[config.mk]
export PLATFORM = sky130hd
export DESIGN_NAME = mem_subsystem
export DESIGN_NICKNAME = d
export VERILOG_FILES = /design/src/source/rv32i_types.sv /design/src/source/mem_types.sv /design/src/source/arbiter.sv /design/src/source/burst_counter.sv /design/src/source/cacheline_adaptor.sv /design/src/source/line_buffer.sv /design/src/source/mem_subsystem.sv
export VERILOG_INCLUDE_DIRS = /design/src /design/src/source
export SDC_FILE = /design/constraint.sdc
export NUM_CORES = 1
export LEC_CHECK = 0
export ABC_AREA = 1
export BUFFER_PORTS_ARGS = -buffer_cell sky130_fd_sc_hd__buf_4
export CAP_MARGIN = 20
export CORE_AREA = 10 10 477 479
export CTS_BUF_LIST = sky130_fd_sc_hd__clkbuf_8
export DETAILED_ROUTE_END_ITERATION = 8
export DIE_AREA = 0 0 487 489
export PLACE_DENSITY_LB_ADDON = 0.08
export SKIP_CTS_REPAIR_TIMING = 1
export SYNTH_ARGS = -nofsm -noshare
export SYNTH_HDL_FRONTEND = slang
export SYNTH_HIERARCHICAL = 1
export SYNTH_SLANG_ARGS = --single-unit
export TNS_END_PERCENT = 20
[constraint.sdc]
create_clock -name clk -period 7.96 [get_ports clk]
set_clock_uncertainty 0.1 [all_clocks]
set_input_delay 0.398 -clock clk [delete_from_list [all_inputs] [get_ports clk]]
set_output_delay 0.398 -clock clk [all_outputs]
set_load 0.05 [all_outputs]
[src/source/mem_params.svh]
`ifndef MEM_PARAMS_SVH
`define MEM_PARAMS_SVH

// one cache line in bits.
`define LINE_W 256

// width of one beat on the burst bus.
`define BEAT_W 64

// beats per line transfer.
`define BURST_LEN 4

// byte offset bits within one line.
`define LINE_OFFSET_W 5

`endif

[src/source/rv32i_types.sv]
`include "mem_params.svh"

package rv32i_types;

    // byte address as the core sees it.
    typedef logic [31:0] rv32i_word;

    // beat 0 sits in the low 64 bits.
    typedef logic [`LINE_W-1:0] cacheline_t;

endpackage : rv32i_types

[src/source/mem_types.sv]
`include "mem_params.svh"

package mem_types;

    import rv32i_types::*;

    // line request from a cache.
    typedef struct packed {
        logic       read;
        logic       write;
        rv32i_word  address;
        cacheline_t wdata;
    } cache_req_t;

    typedef struct packed {
        logic       resp;
        cacheline_t rdata;
    } cache_rsp_t;

    // adaptor side of the burst bus.
    typedef struct packed {
        logic              read;
        logic              write;
        rv32i_word         address;
        logic [`BEAT_W-1:0] wdata;
        logic              wvalid;
    } burst_req_t;

    typedef struct packed {
        logic [`BEAT_W-1:0] rdata;
        logic              rvalid;
        logic              wready;
    } burst_rsp_t;

endpackage : mem_types

[src/source/arbiter.sv]
`timescale 1ns/1ns

module arbiter import mem_types::*; (
    input  logic       clk,
    input  logic       rst,
    input  cache_req_t i_icache_req,
    output cache_rsp_t o_icache_rsp,
    input  cache_req_t i_dcache_req,
    output cache_rsp_t o_dcache_rsp,
    output cache_req_t o_mem_req,
    input  cache_rsp_t i_mem_rsp
);

    typedef enum logic [1:0] {
        ST_IDLE,
        ST_ICACHE,
        ST_DCACHE
    } arb_state_e;

    arb_state_e state;
    arb_state_e next_state;

    logic icache_pending;
    logic dcache_pending;

    assign icache_pending = i_icache_req.read;
    assign dcache_pending = i_dcache_req.read | i_dcache_req.write;

    // data cache wins when both wait in idle.
    always_comb begin
        next_state = state;
        case (state)
            ST_IDLE: begin
                if (dcache_pending) begin
                    next_state = ST_DCACHE;
                end else if (icache_pending) begin
                    next_state = ST_ICACHE;
                end
            end
            ST_ICACHE: begin
                if (i_mem_rsp.resp) begin
                    next_state = dcache_pending ? ST_DCACHE : ST_IDLE;
                end
            end
            ST_DCACHE: begin
                if (i_mem_rsp.resp) begin
                    next_state = icache_pending ? ST_ICACHE : ST_IDLE;
                end
            end
            default: begin
                next_state = ST_IDLE;
            end
        endcase
    end

    // route the granted request out and the response back.
    always_comb begin
        o_mem_req    = '0;
        o_icache_rsp = '0;
        o_dcache_rsp = '0;
        case (state)
            ST_ICACHE: begin
                o_mem_req    = i_icache_req;
                o_icache_rsp = i_mem_rsp;
            end
            ST_DCACHE: begin
                o_mem_req    = i_dcache_req;
                o_dcache_rsp = i_mem_rsp;
            end
            default: begin
                o_mem_req = '0;
            end
        endcase
    end

    always_ff @(posedge clk) begin
        if (rst) begin
            state <= ST_IDLE;
        end else begin
            state <= next_state;
        end
    end

    a_resp_granted: assert property (@(posedge clk) disable iff (rst)
        i_mem_rsp.resp |-> (state != ST_IDLE));

endmodule : arbiter

[src/source/burst_counter.sv]
`timescale 1ns/1ns

`include "mem_params.svh"

module burst_counter (
    input  logic       clk,
    input  logic       rst,
    input  logic       i_clear,
    input  logic       i_step,
    output logic [1:0] o_beat,
    output logic       o_last
);

    logic [1:0] count;

    always_ff @(posedge clk) begin
        if (rst || i_clear) begin
            count <= '0;
        end else if (i_step) begin
            count <= count + 2'd1;
        end
    end

    assign o_beat = count;

    // high while the final beat of the burst is pending.
    assign o_last = (count == 2'(`BURST_LEN - 1));

    a_no_step_on_clear: assert property (@(posedge clk) disable iff (rst)
        !(i_step && i_clear));

endmodule : burst_counter

[src/source/cacheline_adaptor.sv]
`timescale 1ns/1ns

`include "mem_params.svh"

module cacheline_adaptor import mem_types::*; (
    input  logic       clk,
    input  logic       rst,
    input  cache_req_t i_req,
    output cache_rsp_t o_rsp,
    output burst_req_t o_burst_req,
    input  burst_rsp_t i_burst_rsp
);

    typedef enum logic [2:0] {
        ST_IDLE,
        ST_READ,
        ST_WRITE,
        ST_RESP,
        ST_REST
    } adapt_state_e;

    adapt_state_e state;

    logic               in_idle;
    logic               step;
    logic               last;
    logic [1:0]         beat;
    logic [`BEAT_W-1:0] wr_beat;

    assign in_idle = (state == ST_IDLE);

    // a beat moves on rvalid in a read, on wready in a write.
    assign step = ((state == ST_READ) && i_burst_rsp.rvalid) ||
                  ((state == ST_WRITE) && i_burst_rsp.wready);

    burst_counter u_counter (
        .clk     (clk),
        .rst     (rst),
        .i_clear (in_idle),
        .i_step  (step),
        .o_beat  (beat),
        .o_last  (last)
    );

    line_buffer u_buffer (
        .clk         (clk),
        .i_load_line (in_idle && i_req.write),
        .i_line      (i_req.wdata),
        .i_load_beat ((state == ST_READ) && i_burst_rsp.rvalid),
        .i_beat_sel  (beat),
        .i_beat      (i_burst_rsp.rdata),
        .o_line      (o_rsp.rdata),
        .o_beat      (wr_beat)
    );

    always_ff @(posedge clk) begin
        if (rst) begin
            state <= ST_IDLE;
        end else begin
            case (state)
                ST_IDLE: begin
                    if (i_req.read) begin
                        state <= ST_READ;
                    end else if (i_req.write) begin
                        state <= ST_WRITE;
                    end
                end
                ST_READ, ST_WRITE: begin
                    if (step && last) begin
                        state <= ST_RESP;
                    end
                end
                ST_RESP: begin
                    state <= ST_REST;
                end
                default: begin
                    state <= ST_IDLE;
                end
            endcase
        end
    end

    assign o_rsp.resp = (state == ST_RESP);

    // line aligned address held for the whole burst.
    assign o_burst_req.read    = (state == ST_READ);
    assign o_burst_req.write   = (state == ST_WRITE);
    assign o_burst_req.address = {i_req.address[31:`LINE_OFFSET_W], {`LINE_OFFSET_W{1'b0}}};
    assign o_burst_req.wdata   = wr_beat;
    assign o_burst_req.wvalid  = (state == ST_WRITE);

    a_req_held: assert property (@(posedge clk) disable iff (rst)
        (o_burst_req.read || o_burst_req.write) |-> (i_req.read || i_req.write));

endmodule : cacheline_adaptor

[src/source/line_buffer.sv]
`timescale 1ns/1ns

`include "mem_params.svh"

module line_buffer import rv32i_types::*; (
    input  logic               clk,
    input  logic               i_load_line,
    input  cacheline_t         i_line,
    input  logic               i_load_beat,
    input  logic [1:0]         i_beat_sel,
    input  logic [`BEAT_W-1:0] i_beat,
    output cacheline_t         o_line,
    output logic [`BEAT_W-1:0] o_beat
);

    cacheline_t line_q;

    // whole line for writes, beat by beat for reads.
    always_ff @(posedge clk) begin
        if (i_load_line) begin
            line_q <= i_line;
        end else if (i_load_beat) begin
            line_q[i_beat_sel*`BEAT_W +: `BEAT_W] <= i_beat;
        end
    end

    assign o_line = line_q;

    // current beat for write bursts.
    assign o_beat = line_q[i_beat_sel*`BEAT_W +: `BEAT_W];

endmodule : line_buffer

[src/source/mem_subsystem.sv]
`timescale 1ns/1ns

module mem_subsystem import mem_types::*; (
    input  logic       clk,
    input  logic       rst,
    input  cache_req_t i_icache_req,
    output cache_rsp_t o_icache_rsp,
    input  cache_req_t i_dcache_req,
    output cache_rsp_t o_dcache_rsp,
    output burst_req_t o_burst_req,
    input  burst_rsp_t i_burst_rsp
);

    // granted request and its response.
    cache_req_t arb_req;
    cache_rsp_t arb_rsp;

    arbiter u_arbiter (
        .clk          (clk),
        .rst          (rst),
        .i_icache_req (i_icache_req),
        .o_icache_rsp (o_icache_rsp),
        .i_dcache_req (i_dcache_req),
        .o_dcache_rsp (o_dcache_rsp),
        .o_mem_req    (arb_req),
        .i_mem_rsp    (arb_rsp)
    );

    cacheline_adaptor u_adaptor (
        .clk         (clk),
        .rst         (rst),
        .i_req       (arb_req),
        .o_rsp       (arb_rsp),
        .o_burst_req (o_burst_req),
        .i_burst_rsp (i_burst_rsp)
    );

endmodule : mem_subsystem

## Word-level counts from Yosys, hierarchy flattened

Index checks and enable logic that the tools add are counted.
Widths: inputs -> output; s select.

- Divide/modulo/power cells: 0
- Add/subtract/negate cells: 2
- Reductions and logical operators: 12
- Equal/unequal tests: 11
- Muxes and demuxes: 17
- $lt $le $gt $ge: 0
- Bitwise operators: 1
- Shift-type cells: 3
- Multiply operators: 0

Operators with widths:

| operator | count |
|---|---|
| $pmux 290 s2 | 1 |
| $mux 257 | 2 |
| $mux 256 | 2 |
| $bwmux 256 | 1 |
| $shift 64x34->256 const A | 1 |
| $shiftx 256x9->64 | 1 |
| $shiftx 64x34->256 | 1 |
| $neg 8->34 | 1 |
| $mux 2 | 5 |
| $mux 3 | 3 |
| $pmux 3 s3 | 1 |
| $eq 3x2->1 const B | 2 |
| $ne 2x1->1 const B | 3 |
| $ne 3x2->1 const B | 2 |
| $pmux 2 s3 | 1 |
| $eq 2x2->1 const B | 2 |
| $logic_and 1x1->1 | 4 |
| $eq 3x1->1 const B | 1 |
| $logic_not 3->1 | 1 |
| $reduce_and 3->1 | 1 |
| $add 2x1->2 const B | 1 |
| $eq 2x1->1 const B | 1 |
| $logic_not 2->1 | 1 |
| $logic_or 1x1->1 | 2 |
| 5 further kinds | 5 |

- RAM bits: 0
- Input bits: 648
- Word-level logic and storage cells: 50
- Output and inout bits: 613
- ROM bits: 0
- Flip-flop bits (word level): 263
- Memories: 0
- Bits in latches: 0

## Logic depth before layout (Yosys ltp)

- Word-level depth: 6
- Mapped depth: 15

## Hierarchy

The synthesis kept the hierarchy.

Modules (own cells, without submodules):

| module | cells an instance | sequential area each (um^2) | area each (um^2) | times used |
|---|---|---|---|---|
| line_buffer | 2,117 | 7,687.4 | 15,773.9 | 1 |
| arbiter | 2,080 | 40.0 | 8,790.9 | 1 |
| cacheline_adaptor | 69 | 60.1 | 476.7 | 1 |
| burst_counter | 16 | 40.0 | 103.8 | 1 |

## Worst setup path before layout

OpenSTA, ideal clock, no wires.

- Path type: reg2reg
- Start: reg, netlist name u_adaptor/u_counter/o_beat[0]
- End: reg u_adaptor.u_buffer.line_q[0] (netlist: u_adaptor/u_buffer/o_line[0]), enable pin
- Cell stages (with the launch flop): 8
- Setup slack: 1.339 ns
- Data required time: 7.286 ns
- Period minus slack after synthesis: 6.621 ns
- Arrival time: 5.946 ns
- Cells stage by stage: dfxtp_1 -> buf_2 -> inv_1 -> clkbuf_1 -> ha_1 -> buf_2 -> inv_1 -> o21ai_0

RTL lines:

| item | line | source |
|---|---|---|
| to (signal assigned) | line_buffer.sv:21 | `line_q <= i_line;` |
| to (signal, indexed assignment) | line_buffer.sv:23 | `` line_q[i_beat_sel*`BEAT_W +: `BEAT_W] <= i_beat; `` |
| to (decl) | line_buffer.sv:16 | `cacheline_t line_q;` |

==> flow_metrics.py <==
metrics = {
    "status": {
        "status": "finished, final reports clean",
    },
    "sta": {
        "fin_crit_ns": 4.57,
        "timing.final.hold_violations": 0,
        "hold-worst-slack_ns": 0.0178,
        "timing.setup.tns_ns": 0,
        "drv_slew": 0,
        "max-slew-margin-rel_pct": 27.3,
        "rsz0062_at_grt": "no",
        "finalCritPeriodShare_pct": 57.4,
        "finalSetupViolations": 0,
        "max_slew.worst_pin.slew_ns": 1.09,
        "achievable-frequency_mhz": 219,
        "postLayoutSetupSlackWorst_ns": 3.39,
    },
    "setup_path": {
        "cp-start-kind": "register",
        "critPathSlowestCell": "buf_4",
        "cp_cell_sequence": "inv_1 -> ha_4 -> buf_12 -> buf_12 -> buf_4 -> nand2_1 -> inv_1 -> buf_4",
        "critPathCaptureType": "output port",
        "timing.critical_path.arrival_ns": 4.07,
        "path_class": "register to output port",
        "timing.critical_path.fanout_max": 123,
        "critical_path.max_stage_delay_ns": 0.74,
        "crit_start": "u_arbiter/state[1]$_SDFFE_PP0P_",
        "timing.rr.start": "u_arbiter/state[0]$_SDFFE_PP0P_",
        "critPathRequiredTime_ns": 7.46,
    },
    "floorplan": {
        "die-width_um": 487,
        "initial_core_util_pct": 11.5,
        "io_pins": 1261,
        "row_count": 172,
        "fp.dieArea_mm2": 0.238,
        "placeableCoreArea_mm2": 0.218,
        "die_height_um": 489,
    },
    "layout": {
        "layout-drive-gt1-share_pct": 27.2,
        "final_cell_area_mm2": 0.0382,
        "area_delta_synth_final_pct": 52.3,
        "mostFrequentLayoutCells": "2094 x nand2_1, 1277 x buf_4, 782 x inv_1",
        "number_of_nets_in_the_layout": 5997,
        "stdcell_count": 8271,
        "layout_commonest_cell": "nand2_1",
    },
    "grt": {
        "grt_pass1_vias": 31500,
        "grt_pass1_wl_mm": 296,
        "grt_max_degree": 151,
        "grt_antenna_before_repair": 21,
        "overflow": 0,
        "groute.usage.overall_pct": 18.1,
    },
    "synth": {
        "synth_area_mm2": 0.0251,
        "syn_inst": 4267,
        "yosys_warnings": 6,
        "post_synth.cell_area_avg_um2": 5.88,
    },
    "drt": {
        "postRouteWirelength_mm": 228,
        "drc": 0,
        "vias_per_std_cell": 3.67,
        "dr.pass1.iters": 5,
        "drt.antenna.violating_nets": 0,
        "vias": 30300,
        "wire_per_inst_um": 27.6,
        "drt_iter0_markers": 1566,
    },
    "place": {
        "buffer_ports.inserted": 1245,
        "post-place-cells": 8098,
        "preCtsSetupSlack_ns": 3.48,
        "hpwlAfterDp_mm": 183,
        "placedInstanceArea_mm2": 0.0365,
        "place.gp.congestion": 0.813,
    },
    "pwr": {
        "static-leakage-power_uw": 0.0208,
        "power_density_mw_per_mm2": 299,
        "power.ir.vdd_worst_mv": 0.136,
    },
    "clocking": {
        "clock_buffer_depth": 3,
        "cts_tree": "yes",
        "cts.root.buffer_cell": "clkbuf_8",
        "cts_made_buffers": 68,
        "clkSinkCount": 263,
        "ctsHtreeMaxLevel": 3,
        "clkSlewWorstSetupHoldPaths_ns": 0.05,
        "insertion_delay_ns": 0.72,
    },
    "hold_path": {
        "timing.hold.worst.start": "i_dcache_req[140]",
        "holdCritPathClass": "input pin to register",
    },
    "run": {
        "maxCapViolations": 0,
    },
}
-- routing by layer --
metal | GRT usage [%] | vias up | routed length [µm] | part of all wire (%)
met5 | 0 | - | 101 | 0.044
met4 | 4.45 | 18 | 6130 | 2.7
met3 | 5.22 | 164 | 15000 | 6.6
met2 | 35.4 | 1034 | 123000 | 54
met1 | 18.8 | 14300 | 84000 | 37
li1 | - | 14800 | - | -
-- flip-flops by register name (all words and copies together), names as in the netlist --
| name | count |
|---|---|
| u_arbiter/state | 2 |
| u_adaptor/u_buffer/o_line | 256 |
| u_adaptor/state | 3 |
| u_adaptor/u_counter/o_beat | 2 |
-- path summary, 6_finish.rpt --
check | end | slack [ns] | cells past startpoint
worst min-delay path | u_adaptor/u_buffer/o_line[140]$_DFFE_PP_ | 0.02 | 5
worst min register to register | u_adaptor/state[2]$_SDFFE_PP0P_ | 0.43 | 1
worst max-delay path | o_icache_rsp[115] | 3.39 | 8
worst max register to register | u_adaptor/u_buffer/o_line[215]$_DFFE_PP_ | 3.52 | 11
-- worst max-delay path, delay by kind of cell, from the launching register on --
family	cells	cell delay, ns
adder cells (fa/ha/maj)	1	0.40
buffers and inverters	6	2.13
flip-flops	1	0.35
AND/OR/NAND/NOR	1	0.13
-- power by group --
group	switching [µW]	total [µW]	internal (µW)
clock network	864	1700	835
logic	5720	7490	1770
registers	364	2220	1860
-- through the flow --
stage	util [%]	power, µW
3_3_place_gp	16.7	9950
4_1_cts	17.3	11700
5_1_grt	17.5	12100
3_5_place_dp	16.7	9930
2_1_floorplan	-	6840
6_report	17.5	11400
-- area by class of cell --
type / instances / area, µm²
Fill cell: 25800 / 180000
Multi-Input combinational cell: 2924 / 12500
Timing Repair Buffer: 1328 / 10200
Sequential cell: 263 / 7840
Tap cell: 2871 / 3590
Inverter: 754 / 2840
Clock buffer: 72 / 991
Clock inverter: 48 / 224
Antenna cell: 11 / 27.5
Power figures use the tool's default switching activity.
